[src/rtl/isa_pkg.sv]
package isa_pkg;

    typedef enum logic [6:0] {
        OP_BRANCH = 7'b1100011,
        OP_JAL    = 7'b1101111,
        OP_JALR   = 7'b1100111
    } opcode_t;

    typedef struct packed {
        logic       imm_12;
        logic [5:0] imm_10_5;
        logic [4:0] rs2;
        logic [4:0] rs1;
        logic [2:0] funct3;
        logic [3:0] imm_4_1;
        logic       imm_11;
        logic [6:0] opcode;
    } b_type_t;

    typedef struct packed {
        logic [11:0] imm;
        logic [4:0]  rs1;
        logic [2:0]  funct3;
        logic [4:0]  rd;
        logic [6:0]  opcode;
    } i_type_t;

    typedef struct packed {
        logic       imm_20;
        logic [9:0] imm_10_1;
        logic       imm_11;
        logic [7:0] imm_19_12;
        logic [4:0] rd;
        logic [6:0] opcode;
    } j_type_t;

    // One word seen through each format
    typedef union packed {
        b_type_t b;
        i_type_t i;
        j_type_t j;
    } inst_t;

    function automatic logic [31:0] signext_i_imm(inst_t inst);
        return {{20{inst.i.imm[11]}}, inst.i.imm};
    endfunction

    function automatic logic [31:0] signext_b_imm(inst_t inst);
        return {{19{inst.b.imm_12}}, inst.b.imm_12, inst.b.imm_11,
                inst.b.imm_10_5, inst.b.imm_4_1, 1'b0};
    endfunction

    function automatic logic [31:0] signext_j_imm(inst_t inst);
        return {{11{inst.j.imm_20}}, inst.j.imm_20, inst.j.imm_19_12,
                inst.j.imm_11, inst.j.imm_10_1, 1'b0};
    endfunction

endpackage
[src/rtl/branch_pkg.sv]
package branch_pkg;

    typedef logic [31:0] data_t;
    typedef logic [4:0]  reg_idx_t;

    typedef enum logic [1:0] {
        OPA_IS_RS1 = 2'd0,
        OPA_IS_PC  = 2'd1
    } opa_select_t;

    typedef enum logic [1:0] {
        OPB_IS_B_IMM = 2'd0,
        OPB_IS_I_IMM = 2'd1,
        OPB_IS_J_IMM = 2'd2
    } opb_select_t;

    typedef struct packed {
        isa_pkg::inst_t inst;
        data_t          pc;
        data_t          npc;           // pc + 4, also the link value
        data_t          source_reg_1;
        data_t          source_reg_2;
        opa_select_t    opa_select;
        opb_select_t    opb_select;
        logic           conditional;
        logic [2:0]     branch_func;   // funct3 of a conditional branch
        logic           predict_taken;
        reg_idx_t       dest_reg_idx;
    } branch_packet_t;

    typedef struct packed {
        data_t    target_pc;
        logic     actual_taken;
        logic     mispredict;
        data_t    link_value;
        reg_idx_t link_reg;
    } branch_result_t;

endpackage

[src/rtl/branch_subsystem.sv]
`timescale 1ns/1ns

module branch_subsystem #(
    parameter int DEPTH = 4
) (
    input  logic                   clock,
    input  logic                   reset,
    input  logic                   inst_valid,
    input  logic [31:0]            inst,
    input  logic [31:0]            pc,
    input  logic [31:0]            rs1_value,
    input  logic [31:0]            rs2_value,
    input  logic                   predict_taken,
    input  logic                   resolve,
    output logic                   result_valid,
    output logic [31:0]            target_pc,
    output logic                   actual_taken,
    output logic                   mispredict,
    output logic [31:0]            link_value,
    output logic [4:0]             link_reg,
    output logic                   queue_full,
    output logic                   queue_overflow,
    output logic [$clog2(DEPTH):0] queue_count
);

    logic                       decode_valid;
    branch_pkg::branch_packet_t decode_packet;
    logic                       issue_valid;
    branch_pkg::branch_packet_t issue_packet;
    branch_pkg::branch_result_t result;

    branch_decode u_decode (
        .clock         (clock),
        .reset         (reset),
        .inst_valid    (inst_valid),
        .inst          (inst),
        .pc            (pc),
        .rs1_value     (rs1_value),
        .rs2_value     (rs2_value),
        .predict_taken (predict_taken),
        .decode_valid  (decode_valid),
        .decode_packet (decode_packet)
    );

    branch_queue #(
        .DEPTH (DEPTH)
    ) u_queue (
        .clock         (clock),
        .reset         (reset),
        .decode_valid  (decode_valid),
        .decode_packet (decode_packet),
        .resolve       (resolve),
        .issue_valid   (issue_valid),
        .issue_packet  (issue_packet),
        .full          (queue_full),
        .overflow      (queue_overflow),
        .count         (queue_count)
    );

    branch_unit u_unit (
        .clock        (clock),
        .reset        (reset),
        .issue_valid  (issue_valid),
        .issue_packet (issue_packet),
        .result_valid (result_valid),
        .result       (result)
    );

    assign target_pc    = result.target_pc;
    assign actual_taken = result.actual_taken;
    assign mispredict   = result.mispredict;
    assign link_value   = result.link_value;
    assign link_reg     = result.link_reg;

endmodule

[src/rtl/branch_unit.sv]
`timescale 1ns/1ns

module branch_unit (
    input  logic                       clock,
    input  logic                       reset,
    input  logic                       issue_valid,
    input  branch_pkg::branch_packet_t issue_packet,
    output logic                       result_valid,
    output branch_pkg::branch_result_t result
);

    branch_pkg::data_t opa;
    branch_pkg::data_t opb;
    branch_pkg::data_t rs1;
    branch_pkg::data_t rs2;
    logic              take;

    assign rs1 = issue_packet.source_reg_1;
    assign rs2 = issue_packet.source_reg_2;

    always_comb begin
        case (issue_packet.opa_select)
            branch_pkg::OPA_IS_RS1: opa = rs1;
            branch_pkg::OPA_IS_PC:  opa = issue_packet.pc;
            default:                opa = '0;
        endcase
    end

    always_comb begin
        case (issue_packet.opb_select)
            branch_pkg::OPB_IS_B_IMM: opb = isa_pkg::signext_b_imm(issue_packet.inst);
            branch_pkg::OPB_IS_I_IMM: opb = isa_pkg::signext_i_imm(issue_packet.inst);
            branch_pkg::OPB_IS_J_IMM: opb = isa_pkg::signext_j_imm(issue_packet.inst);
            default:                  opb = '0;
        endcase
    end

    always_comb begin
        if (issue_packet.conditional) begin
            case (issue_packet.branch_func)
                3'b000:  take = (rs1 == rs2);                   // BEQ
                3'b001:  take = (rs1 != rs2);                   // BNE
                3'b100:  take = ($signed(rs1) < $signed(rs2));  // BLT
                3'b101:  take = ($signed(rs1) >= $signed(rs2)); // BGE
                3'b110:  take = (rs1 < rs2);                    // BLTU
                3'b111:  take = (rs1 >= rs2);                   // BGEU
                default: take = 1'b0;
            endcase
        end else begin
            take = 1'b1; // JAL and JALR
        end
    end

    always_ff @(posedge clock) begin
        if (reset) begin
            result_valid <= 1'b0;
        end else begin
            result_valid <= issue_valid;
        end
    end

    always_ff @(posedge clock) begin
        if (issue_valid) begin
            result.target_pc    <= opa + opb;
            result.actual_taken <= take;
            result.mispredict   <= (issue_packet.predict_taken != take);
            result.link_value   <= issue_packet.npc;
            result.link_reg     <= issue_packet.dest_reg_idx;
        end
    end

    // Selects come from the decoder through the queue storage
    assert property (@(posedge clock) disable iff (reset)
        issue_valid |->
            (issue_packet.opa_select inside {branch_pkg::OPA_IS_RS1, branch_pkg::OPA_IS_PC}) &&
            (issue_packet.opb_select inside {branch_pkg::OPB_IS_B_IMM,
                                             branch_pkg::OPB_IS_I_IMM,
                                             branch_pkg::OPB_IS_J_IMM}));

endmodule

[src/rtl/branch_queue.sv]
`timescale 1ns/1ns

module branch_queue #(
    parameter int DEPTH = 4
) (
    input  logic                       clock,
    input  logic                       reset,
    input  logic                       decode_valid,
    input  branch_pkg::branch_packet_t decode_packet,
    input  logic                       resolve,
    output logic                       issue_valid,
    output branch_pkg::branch_packet_t issue_packet,
    output logic                       full,
    output logic                       overflow,
    output logic [$clog2(DEPTH):0]     count
);

    localparam int PTR_W = $clog2(DEPTH);
    localparam int CNT_W = $clog2(DEPTH) + 1;

    branch_pkg::branch_packet_t entries [DEPTH];
    logic [PTR_W-1:0]           wr_ptr;
    logic [PTR_W-1:0]           rd_ptr;
    logic                       pop_request;
    logic                       do_push;
    logic                       do_pop;

    if (DEPTH < 2) begin : g_depth_check
        $error("branch_queue needs DEPTH of at least 2");
    end

    assign full         = (count == CNT_W'(DEPTH));
    assign do_push      = decode_valid && !full;
    assign do_pop       = pop_request;
    assign issue_valid  = pop_request;
    assign issue_packet = entries[rd_ptr];

    always_ff @(posedge clock) begin
        if (do_push) begin
            entries[wr_ptr] <= decode_packet;
        end
    end

    always_ff @(posedge clock) begin
        if (reset) begin
            wr_ptr      <= '0;
            rd_ptr      <= '0;
            count       <= '0;
            pop_request <= 1'b0;
            overflow    <= 1'b0;
        end else begin
            // Entry already being issued is not available again
            pop_request <= resolve && (count > CNT_W'(issue_valid));
            if (do_push) begin
                wr_ptr <= (wr_ptr == PTR_W'(DEPTH - 1)) ? '0 : wr_ptr + 1'b1;
            end
            if (do_pop) begin
                rd_ptr <= (rd_ptr == PTR_W'(DEPTH - 1)) ? '0 : rd_ptr + 1'b1;
            end
            case ({do_push, do_pop})
                2'b10:   count <= count + 1'b1;
                2'b01:   count <= count - 1'b1;
                default: count <= count;
            endcase
            if (decode_valid && full) begin
                overflow <= 1'b1; // Sticky until reset
            end
        end
    end

    assert property (@(posedge clock) disable iff (reset)
        count <= CNT_W'(DEPTH));

    assert property (@(posedge clock) disable iff (reset)
        issue_valid |-> count != '0);

endmodule

[src/rtl/branch_decode.sv]
`timescale 1ns/1ns

module branch_decode (
    input  logic                       clock,
    input  logic                       reset,
    input  logic                       inst_valid,
    input  isa_pkg::inst_t             inst,
    input  branch_pkg::data_t          pc,
    input  branch_pkg::data_t          rs1_value,
    input  branch_pkg::data_t          rs2_value,
    input  logic                       predict_taken,
    output logic                       decode_valid,
    output branch_pkg::branch_packet_t decode_packet
);

    isa_pkg::opcode_t           opcode;
    logic                       is_branch;
    branch_pkg::branch_packet_t next_packet;

    assign opcode = isa_pkg::opcode_t'(inst.i.opcode);

    always_comb begin
        next_packet               = '0;
        is_branch                 = 1'b0;
        next_packet.inst          = inst;
        next_packet.pc            = pc;
        next_packet.npc           = pc + 32'd4;
        next_packet.source_reg_1  = rs1_value;
        next_packet.source_reg_2  = rs2_value;
        next_packet.branch_func   = inst.b.funct3;
        next_packet.predict_taken = predict_taken;
        next_packet.dest_reg_idx  = inst.i.rd;
        case (opcode)
            isa_pkg::OP_BRANCH: begin
                is_branch                = 1'b1;
                next_packet.conditional  = 1'b1;
                next_packet.opa_select   = branch_pkg::OPA_IS_PC;
                next_packet.opb_select   = branch_pkg::OPB_IS_B_IMM;
                next_packet.dest_reg_idx = '0; // No link write
            end
            isa_pkg::OP_JAL: begin
                is_branch               = 1'b1;
                next_packet.opa_select  = branch_pkg::OPA_IS_PC;
                next_packet.opb_select  = branch_pkg::OPB_IS_J_IMM;
            end
            isa_pkg::OP_JALR: begin
                is_branch               = 1'b1;
                next_packet.opa_select  = branch_pkg::OPA_IS_RS1;
                next_packet.opb_select  = branch_pkg::OPB_IS_I_IMM;
            end
            default: is_branch = 1'b0;
        endcase
    end

    always_ff @(posedge clock) begin
        if (reset) begin
            decode_valid <= 1'b0;
        end else begin
            decode_valid <= inst_valid && is_branch;
        end
    end

    always_ff @(posedge clock) begin
        if (inst_valid) begin
            decode_packet <= next_packet;
        end
    end

    // A packet only follows an instruction strobe one edge earlier
    assert property (@(posedge clock) disable iff (reset)
        decode_valid |-> $past(inst_valid));

endmodule

[config.mk]
export PLATFORM = sky130hd
export DESIGN_NAME = branch_subsystem
export DESIGN_NICKNAME = d
export VERILOG_FILES = /design/src/rtl/isa_pkg.sv /design/src/rtl/branch_pkg.sv /design/src/rtl/branch_subsystem.sv /design/src/rtl/branch_unit.sv /design/src/rtl/branch_queue.sv /design/src/rtl/branch_decode.sv
export SDC_FILE = /design/constraint.sdc
export NUM_CORES = 1
export LEC_CHECK = 0
export BUFFER_PORTS_ARGS = -buffer_cell sky130_fd_sc_hd__buf_4
export CAP_MARGIN = 20
export CORE_MARGIN = 2
export CORE_UTILIZATION = 26
export CTS_CLUSTER_DIAMETER = 50
export DETAILED_ROUTE_END_ITERATION = 6
export MAX_ROUTING_LAYER = met4
export PLACE_DENSITY_LB_ADDON = 0.2
export REMOVE_ABC_BUFFERS = 1
export SYNTH_ARGS = -nofsm -noshare
export SYNTH_HDL_FRONTEND = slang
export SYNTH_SLANG_ARGS = --single-unit
[constraint.sdc]
create_clock -name clock -period 8.5 [get_ports clock]
set_input_delay 1.7 -clock clock [delete_from_list [all_inputs] [get_ports clock]]
set_output_delay 1.7 -clock clock [all_outputs]
set_load 0.02 [all_outputs]
==> results of run 1 <==
-- worst min-delay path by stage --
stage | to | slack, ns | cells after the start
floorplan | u_queue.overflow$_SDFFE_PP0P_ | 0.45 | 2
global placement | u_queue.entries[1][166]$_DFFE_PP_ | 0.47 | 0
detailed placement | u_queue.overflow$_SDFFE_PP0P_ | 0.47 | 2
CTS | u_queue.overflow$_SDFFE_PP0P_ | 0.49 | 2
global route | u_queue.entries[3][88]$_DFFE_PP_ | 0.50 | 0
finish | u_queue.overflow$_SDFFE_PP0P_ | 0.49 | 2
-- final cells by class --
class / instances / area (µm²)
Fill cell: 12755 / 89700
Sequential cell: 889 / 26600
Multi-Input combinational cell: 663 / 7430
Clock buffer: 126 / 2830
Tap cell: 1755 / 2200
Timing Repair Buffer: 222 / 1750
Clock inverter: 69 / 731
Inverter: 58 / 218
Antenna cell: 1 / 2.50
-- placed cells by master (no fill, tap or decap), drive strengths merged, types with 38 or more instances in the layout --
cell type,Yosys,final
mux4,161,161
a21oi,43,43
ha,71,71
buf,23,221
edfxtp,876,876
xnor2,42,42
inv,58,69
nand2,38,38
nor2,41,41
clkbuf,28,127
-- worst max-delay path, stage by stage (launching register included) --
cell and delay, ns:
dfxtp_4 0.65, buf_4 0.57, mux4_2 0.69, nor2b_1 0.23
a21o_1 0.22, ha_1 0.32, a211oi_1 0.24, o21bai_1 0.11
a21oi_1 0.56, o2111ai_1 0.35, nand3_1 0.20, nand3_1 0.16
o41ai_2 0.27, xnor2_1 0.12
-- cells by family (layout without fill, tap and decap cells) --
group | Yosys count | count (layout) | share of synthesized area, %
AND/OR/NAND/NOR | 191 | 191 | 2.85
multiplexers | 201 | 201 | 11.8
other | 0 | 1 | 0
buffers and inverters | 109 | 475 | 1.32
XOR/XNOR | 60 | 60 | 1.53
flip-flops | 889 | 889 | 77.2
adder cells (fa/ha/maj) | 73 | 73 | 2.70
AO/OA/AOI/OAI | 138 | 138 | 2.63
-- state kept, by name (all words and copies together) (netlist names), named ones only --
register,flops
u_queue.count,3
u_queue.entries,644
u_queue.overflow,1
u_unit.result,71
u_queue.wr_ptr,2
u_decode.decode_valid,1
u_decode.decode_packet,161
u_queue.issue_valid,1
u_unit.result_valid,1
u_queue.rd_ptr,2
-- metrics by stage --
stage               std cells  setup slack (ns)  hold slack, ns  cell area, µm²  TNS, ns
finish                   3783              3.54           0.488           41700        0
global route             3783              3.14           0.504           41700        0
detailed placement       3587              3.47           0.472           38200        0
floorplan                1610             -1.95           0.449           34200   -46.81
global placement         3587              3.46           0.465           38200        0
CTS                      3782              3.43           0.489           41700        0
-- power by group through the flow --
stage	Combinational (W)	Clock [W]	Sequential, W
3_3_place_gp	0.000144	0	0.00507
4_1_cts	0.000145	0.00469	0.00499
2_1_floorplan	0.0000418	0	0.00504
3_5_place_dp	0.000144	0	0.00508
6_report	0.000141	0.00455	0.00498
5_1_grt	0.000155	0.00486	0.00499
-- layer usage --
metal	vias to the layer above	wire length [µm]	global-route usage (%)
met5	-	0	-
met4	0	1820	3.09
met3	125	3860	2.59
met2	428	38700	19.0
met1	8610	37100	16.6
li1	7345	-	-
==> key figures, run 1 <==
Clock tree
  • Worst-path clk slew: roughly 0.060 ns
  • Clk buf depth: 3
  • H-tree Lvls: 3
  • Clock sink total: between 800 and 900
  • CTS tree: yes
  • Root Buffer: clkbuf_16
  • Worst skew pair latency: approximately 0.68 ns
  • Setup Fix Bufs, Post-CTS: 0
  • Cts bufs inserted: between 100 and 150
  • Hold buffer count at cts: 0
  • Post_cts resized: 0

Detailed routing
  • Post-route DRC violation count: 0
  • Routed wire length: 81500 µm
  • Vias per cell: about 4.4
  • Antenna Nets Post-Route: 0
  • DR vias: about 17000
  • 1st-iter DRT viols: 1228
  • Routed len/inst: 21.5 µm
  • DR pass1 iterations: 5

Synth
  • Post-Syn Area: 34400 µm²
  • Synthesized area per cell: 20.7 µm²
  • Primary FF master, synth: edfxtp_1
  • Most frequent cell after synthesis: edfxtp_1
  • Post-synth EDFFs: roughly 900
  • Area leader, netlist: edfxtp_1
  • Commonest cells in the netlist: 876 x edfxtp_1, 159 x mux4_2, 71 x ha_1, 58 x inv_1, 43 x a21oi_1
  • Yosys top cell area share: between 70 and 80%
  • Ranking of synthesized cells by area: edfxtp_1 76%, mux4_2 10%, ha_1 2.6%
  • Ys Warns: 0
  • Post-Syn Instances: approximately 1700
  • Seq cells post-synth: 889
  • Seq/Total Area, Yosys: between 70 and 80%
  • Count of different cell masters after synthesis: just under 60
  • FFs w/ async S/R, synth: 0%

Power and ir drop
  • Cell Pwr Density: approximately 230 nW/µm²
  • Combinational share of power: 1.5%
  • Sw Share: 20.0%
  • Leak: 13.6 nW
  • Clock Power Share: between 40 and 50%
  • Pint: approximately 0.0077 W
  • Tot Pwr: between 0.009 and 0.01 W
  • Worst vdd ir: 130 µV
  • Psw: 0.00194 W
  • Reg power frac: 51.5%

Floorplan
  • Initial Util: a little over a quarter
  • I/O pin count: 210
  • Core area: 131000 µm²
  • Die Area: ~140000 µm²
  • Die Width: between 300 and 400 µm
  • Row count: approximately 130
  • Chip height: between 300 and 400 µm

Timing
  • Slew @ Worst Pin: ~1.0 ns
  • Tmin final: just under 5 ns
  • Finish-stage setup viols: 0
  • Final period util: 58.4%
  • Post-route clock skew: about 0.022 ns
  • Max transition margin: 30.1%
  • Fin. Hold Viols: 0
  • RSZ-0062 raised after global routing: false
  • Pins Over Slew Limit: 0
  • Achievable frequency: ~200 MHz

Layout
  • P&R area growth vs syn: 21.2%
  • Layout Utilization: roughly a third
  • Share of cells above drive strength 1: around 29%
  • Nets: between 2000 and 2500

Hold path
  • Hold Crit Start: u_queue.overflow$_SDFFE_PP0P_
  • Type of the tightest min-delay check: reg -> reg

Worst setup path
  • Nature of the critical path endpoint: flop
  • Critical Path Source Type: flop
  • FF-to-FF setup slack: 3.54 ns
  • Crit path max fanout: 26
  • WP data required: slightly below 9 ns
  • Worst reg-to-reg path cell count: 13
  • CP arrival: roughly 5.4 ns
  • R2R Path End: u_unit.result[70]$_DFFE_PP_
  • Worst setup path endpoint: u_unit.result[70]$_DFFE_PP_
  • Worst setup path category: reg -> reg

Placed design
  • DP HPWL: around 51000 µm
  • I/O Buffers: about 210
  • Gpl congestion: roughly 0.83

Global route
  • Initial antenna violation count: 6
  • Total Routing Usage GR: between 10% and 20%
  • Largest net degree at the start of global routing: between 100 and 150
  • Number of global-route vias before repair: approximately 17000
  • Total gr overflow: 0
  • First-pass GRT wire length: around 120000 µm

Status
  • Status: finished, final reports clean

Flow run
  • Max-Cap Viols: 0
Note: power is estimated with default switching activity, not from simulation.
==> run 2, diff against run 1 <==
==> constraint.sdc (replaced) <==
create_clock -name clock -period 4.6 [get_ports clock]
set_input_delay 0.92 -clock clock [delete_from_list [all_inputs] [get_ports clock]]
set_output_delay 0.92 -clock clock [all_outputs]
set_load 0.02 [all_outputs]
==> run 2 against run 1 <==
Die area did not move. Wire length rose by 0.88%. Sequential power rose by 85%. Clock-buffer cell count fell by 5. Combinational power rose by 93%. Register-to-register slack got worse by 3.2 ns. Flip-flop and latch count did not move. Maximum frequency rose by 17%. First-iteration DRC count rose by 3.7%. Via count fell by 0.18%. Largest power group unchanged. Sequential share of layout area fell by 0.23 points.
==> key figures, run 2 (synthesized netlist as in run 1, its figures left out) <==
Worst setup path
  • Worst path slowest cell: mux4_2
  • Worst setup path category: reg -> reg
  • Nature of the critical path endpoint: flop
  • CP arrival: between 4 and 5 ns
  • Peak per-stage delay on the critical path: 0.57 ns
  • Crit path max fanout: 36
  • Crit path max-delay family: compound AO/OA/AOI/OAI gates
  • Critical path cell sequence: buf_12, mux4_2, mux2i_1, nor2_1, a21o_1, ha_1, a211oi_1, o21bai_1, a21oi_1, o2111ai_1, nand3_1, nand3_1, o41ai_2, xnor2_1
  • WP data required: ~5 ns
  • Cell mode on critical path: nand3_1
  • Critical Path Source Type: flop
  • CP Buf/Inv Count: 1

Clock tree
  • Post_cts resized: 0
  • Cts bufs inserted: roughly 100
  • Worst skew pair latency: around 0.67 ns
  • Hold buffer count at cts: 0
  • Clk buf depth: 3
  • Worst-path clk slew: 0.06 ns
  • CTS tree: yes
  • Clock sink total: 889
  • Setup Fix Bufs, Post-CTS: 0
  • Root Buffer: clkbuf_16
  • H-tree Lvls: 3

Floorplan
  • I/O pin count: between 200 and 250
  • Core area: around 130000 µm²
  • Die Width: ~370 µm
  • Initial Util: 26.2%
  • Row count: about 130
  • Chip height: between 300 and 400 µm
  • Die Area: roughly 140000 µm²

Detailed routing
  • DR pass1 iterations: 5
  • 1st-iter DRT viols: approximately 1300
  • Routed wire length: just over 80000 µm
  • DR vias: 16478
  • Routed len/inst: approximately 22 µm
  • Vias per cell: ~4.3
  • Post-route DRC violation count: 0
  • Antenna Nets Post-Route: 0

Layout
  • Sequential standard cell area: between 20000 and 30000 µm²
  • P&R area growth vs syn: 21.6%
  • Max reg flops: about 640
  • Share of cells above drive strength 1: about 30%
  • Commonest non-fill, non-tap cell in the layout: edfxtp_1
  • Commonest non-fill, non-tap cells in the layout: 876 x edfxtp_1, 244 x buf_4, 159 x mux4_2
  • Largest Register: u_queue.entries
  • Top Registers: u_queue.entries x644, u_decode.decode_packet x161, u_unit.result x71
  • Fillers: ~13000
  • Ant. Diodes: 0
  • Multi-input combinational cell area: 7430 µm²
  • Nets: between 2000 and 2500
  • Layout Utilization: a little under a third

Placed design
  • Gpl congestion: around 0.81
  • I/O Buffers: between 200 and 250
  • DP HPWL: approximately 54000 µm
  • Dpl ws: 0.381 ns

Global route
  • Number of global-route vias before repair: around 17000
  • First-pass GRT wire length: approximately 120000 µm
  • Total Routing Usage GR: between 10% and 20%
  • Initial antenna violation count: 2
  • Largest net degree at the start of global routing: approximately 90
  • Total gr overflow: 0

Timing
  • Fin. Hold Viols: 0
  • Final period util: 92.4%
  • Slew @ Worst Pin: between 1 and 1.5 ns
  • Achievable frequency: 235 MHz
  • Post-route clock skew: 0.0214 ns
  • Tmin final: between 4 and 5 ns
  • Pins Over Slew Limit: 0
  • Hold WS: between 0.4 and 0.5 ns
  • RSZ-0062 raised after global routing: false
  • Final WS setup: ~0.35 ns
  • Max transition margin: a little under 30%
  • Finish-stage setup viols: 0

Status
  • Status: finished, final reports clean

Power and ir drop
  • Leak: about 14 nW
  • Worst vdd ir: roughly 300 µV
  • Tot Pwr: ~0.018 W
  • Cell Pwr Density: ~420 nW/µm²

Flow run
  • Max-Cap Viols: 0

Hold path
  • Type of the tightest min-delay check: in -> reg
==> run 2: cell types whose count changed in the layout (fill, tap and decap cells not counted), sizes merged <==
| cell | previous run | this run |
|---|---|---|
| buf | 221 | 256 |
| clkinvlp | 13 | 6 |
| clkbuf | 127 | 122 |
| bufinv | 12 | 13 |
| clkinv | 33 | 32 |
| diode | 1 | 0 |
==> run 2: worst paths after layout <==
| check | from | end | slack (ns) | cells past startpoint |
|---|---|---|---|---|
| setup / recovery | flop | u_unit.result[70]$_DFFE_PP_ | 0.35 | 14 |
| hold / removal | rs2_value[13] | u_decode.decode_packet[27]$_DFFE_PP_ | 0.43 | 1 |
| setup reg to reg | flop | u_unit.result[70]$_DFFE_PP_ | 0.35 | 14 |
| hold reg to reg | u_queue.overflow$_SDFFE_PP0P_ | u_queue.overflow$_SDFFE_PP0P_ | 0.48 | 2 |
==> run 2: final cells by class <==
type,instances,area share (%)
clock buffers,121,6.37
well taps,1755,5.24
multi-input cells,663,17.7
inverters,58,0.520
repair buffers,257,4.98
clock inverters,62,1.70
flip-flops and latches,889,63.5
==> run 2: metal layers <==
layer	vias up	global-route usage, %	wire length (µm)
li1	7387	-	-
met1	8557	16.5	37400
met2	419	19.3	38900
met3	115	2.64	4290
met4	0	3.14	1630
met5	-	-	0
==> run 2: power by group <==
group          total [W]  switching [W]  internal [W]
Clock            0.00813        0.00325       0.00488
Combinational   0.000272       0.000146      0.000126
Sequential       0.00920       0.000124       0.00908
==> run 2: worst register-to-register path, stage by stage (launching register included) <==
cell,delay (ns)
dfxtp_4,0.42
buf_12,0.30
mux4_2,0.60
mux2i_1,0.15
nor2_1,0.05
a21o_1,0.17
ha_1,0.31
a211oi_1,0.28
o21bai_1,0.12
a21oi_1,0.51
o2111ai_1,0.35
nand3_1,0.20
nand3_1,0.15
o41ai_2,0.27
xnor2_1,0.12
==> run 2: stage by stage <==
step / instance area, µm² / TNS, ns / cells
4_1_cts: 41900 / 0 / 3805
5_1_grt: 41900 / 0 / 3805
6_report: 41900 / 0 / 3805
2_1_floorplan: 34200 / -770.94 / 1610
3_3_place_gp: 38500 / 0 / 3622
3_5_place_dp: 38500 / 0 / 3622
==> run 3, diff against run 2 <==
--- a/config.mk
+++ b/config.mk
@@ -7,6 +7,8 @@
 export LEC_CHECK = 0
 export BUFFER_PORTS_ARGS = -buffer_cell sky130_fd_sc_hd__buf_4
 export CAP_MARGIN = 20
+export CELL_PAD_IN_SITES_DETAIL_PLACEMENT = 1
+export CELL_PAD_IN_SITES_GLOBAL_PLACEMENT = 1
 export CORE_MARGIN = 2
 export CORE_UTILIZATION = 26
 export CTS_CLUSTER_DIAMETER = 50
==> run 3 against run 2 <==
Die area is the same. Clock power grew 11%. Clock-buffer cell count grew 10. Critical path depth shrank 2. Design area grew 1.2%. Non-clock buffer count shrank 7. First-iteration DRC count shrank 13%. Setup slack lost 0.0052 ns.
==> key figures, run 3 (synthesized netlist as in run 1, its figures left out) <==
Status
  • Status: finished, final reports clean

Power and ir drop
  • Pint: roughly 0.015 W
  • Clock Power Share: 48.8%
  • Combinational share of power: 1.5%
  • Reg power frac: 49.7%
  • Worst vdd ir: roughly 370 µV
  • Cell Pwr Density: between 400 and 500 nW/µm²
  • Leak: between 10 and 15 nW
  • Psw: 0.00382 W
  • Sw Share: slightly above 20%

Layout
  • Multi-input combinational cell area: ~7400 µm²
  • Top Registers: u_queue.entries x644, u_decode.decode_packet x161, u_unit.result x71
  • Max reg flops: 644
  • Nets: between 2000 and 2500
  • Largest Register: u_queue.entries
  • P&R area growth vs syn: 23.1%
  • Fillers: 13219
  • Commonest non-fill, non-tap cells in the layout: 876 x edfxtp_1, 235 x buf_4, 159 x mux4_2
  • Layout Utilization: about 32%
  • Sequential standard cell area: between 20000 and 30000 µm²
  • Share of cells above drive strength 1: a little under a third
  • Commonest non-fill, non-tap cell in the layout: edfxtp_1
  • Fin area: around 42000 µm²

Global route
  • Number of global-route vias before repair: about 18000
  • Met2 Resource Use GR: between 20% and 30%
  • M1 GR Usage: between 10% and 20%
  • GRT Max-Usage Layer: met2
  • First-pass GRT wire length: between 100000 and 150000 µm
  • Initial antenna violation count: 7
  • Total Routing Usage GR: a little over an eighth
  • Largest net degree at the start of global routing: between 70 and 80
  • Total gr overflow: 0
  • Met3 GRT Util: 2.51%

Clock tree
  • Hold buffer count at cts: 0
  • Root Buffer: clkbuf_16
  • CTS tree: yes
  • Worst-path clk slew: 0.06 ns
  • Setup Fix Bufs, Post-CTS: 0
  • H-tree Lvls: 3
  • Worst skew pair latency: between 0.7 and 0.8 ns
  • Cts bufs inserted: about 110
  • Clk buf depth: 3
  • Clock sink total: around 900
  • Post_cts resized: 0

Worst setup path
  • Worst setup path endpoint: u_unit.result[66]$_DFFE_PP_
  • Peak per-stage delay on the critical path: ~0.85 ns
  • Crit path max fanout: 10
  • WP data required: slightly above 5 ns
  • Crit path max-delay family: compound AO/OA/AOI/OAI gates
  • Levels on crit path: 12
  • R2R Path End: u_unit.result[66]$_DFFE_PP_
  • Critical path cell sequence: mux4_1, nand2b_1, o21ai_0, ha_1, a21o_1, a31oi_1, and2b_1, o2111ai_1, nand3_1, nand3_1, a21o_1, xor2_1
  • Nature of the critical path endpoint: flop
  • FF-to-FF setup slack: ~0.35 ns
  • CP arrival: 4.69 ns
  • CP Buf/Inv Count: 0
  • Worst reg-to-reg path cell count: 12
  • Worst setup path category: reg -> reg
  • Worst path slowest cell: mux4_1
  • Critical Path Source Type: flop

Timing
  • Finish-stage setup viols: 0
  • Max transition margin: roughly a third
  • Fin. Hold Viols: 0
  • Slew @ Worst Pin: 1.02 ns
  • Pins Over Slew Limit: 0
  • Achievable frequency: approximately 240 MHz
  • Tmin final: 4.25 ns
  • Final period util: about 90%
  • Post-route clock skew: ~0.032 ns
  • RSZ-0062 raised after global routing: false

Floorplan
  • Die Width: 368 µm
  • Row count: around 130
  • Initial Util: between 20% and 30%
  • I/O pin count: 210
  • Chip height: around 370 µm
  • Core area: 131000 µm²
  • Die Area: roughly 140000 µm²

Detailed routing
  • Routed len/inst: 22.8 µm
  • DR vias: approximately 17000
  • Routed wire length: around 87000 µm
  • 1st-iter DRT viols: ~1100
  • DR pass1 iterations: 5
  • Post-route DRC violation count: 0
  • Antenna Nets Post-Route: 0
  • Vias per cell: about 4.4

Placed design
  • DP HPWL: 56800 µm
  • Placed Area: just under 40000 µm²
  • I/O Buffers: 209
  • Gpl congestion: between 0.8 and 0.9

Hold path
  • Hold Path Depth: 1
  • Hold Crit Start: rs1_value[8]
  • Type of the tightest min-delay check: in -> reg

Flow run
  • Max-Cap Viols: 0
-- run 3: worst min-delay path by stage --
stage,end,slack [ns]
after floorplan,u_queue.overflow$_SDFFE_PP0P_,0.45
after detailed placement,u_queue.overflow$_SDFFE_PP0P_,0.48
final,u_decode.decode_packet[54]$_DFFE_PP_,0.39
after global placement,u_queue.entries[0][94]$_DFFE_PP_,0.46
after CTS,u_decode.decode_packet[169]$_DFFE_PP_,0.31
after global routing,u_decode.decode_packet[169]$_DFFE_PP_,0.33
-- run 3: metrics by stage --
stage	setup TNS [ns]	worst slack, ns	cells	hold WS [ns]	power [W]
floorplan	-770.94	-5.85	1610	0.449	0.00940
global placement	0	0.238	3615	0.464	0.00964
detailed placement	0	0.242	3615	0.478	0.00966
CTS	0	0.233	3827	0.312	0.0188
global route	0	0.0367	3829	0.327	0.0191
finish	0	0.345	3830	0.386	0.0185
-- run 3: power groups by stage --
stage          Clock [W]  Sequential, W  Combinational [W]
6_report         0.00904        0.00921           0.000270
5_1_grt          0.00960        0.00924           0.000296
4_1_cts          0.00933        0.00922           0.000280
3_5_place_dp           0        0.00939           0.000278
3_3_place_gp           0        0.00937           0.000276
2_1_floorplan          0        0.00932          0.0000772
-- run 3: cell type report --
cell class / instances / area share, %
diodes: 3 / 0.0177
multi-input cells: 663 / 17.5
flip-flops and latches: 889 / 62.7
well taps: 1755 / 5.18
repair buffers: 250 / 4.86
inverters: 58 / 0.514
clock buffers: 131 / 6.98
clock inverters: 81 / 2.19
-- run 3: metal layers --
| metal | share of wire (%) | vias up |
|---|---|---|
| li1 | - | 7417 |
| met1 | 47 | 8802 |
| met2 | 48 | 362 |
| met3 | 4.0 | 123 |
| met4 | 1.8 | 0 |
| met5 | 0 | - |
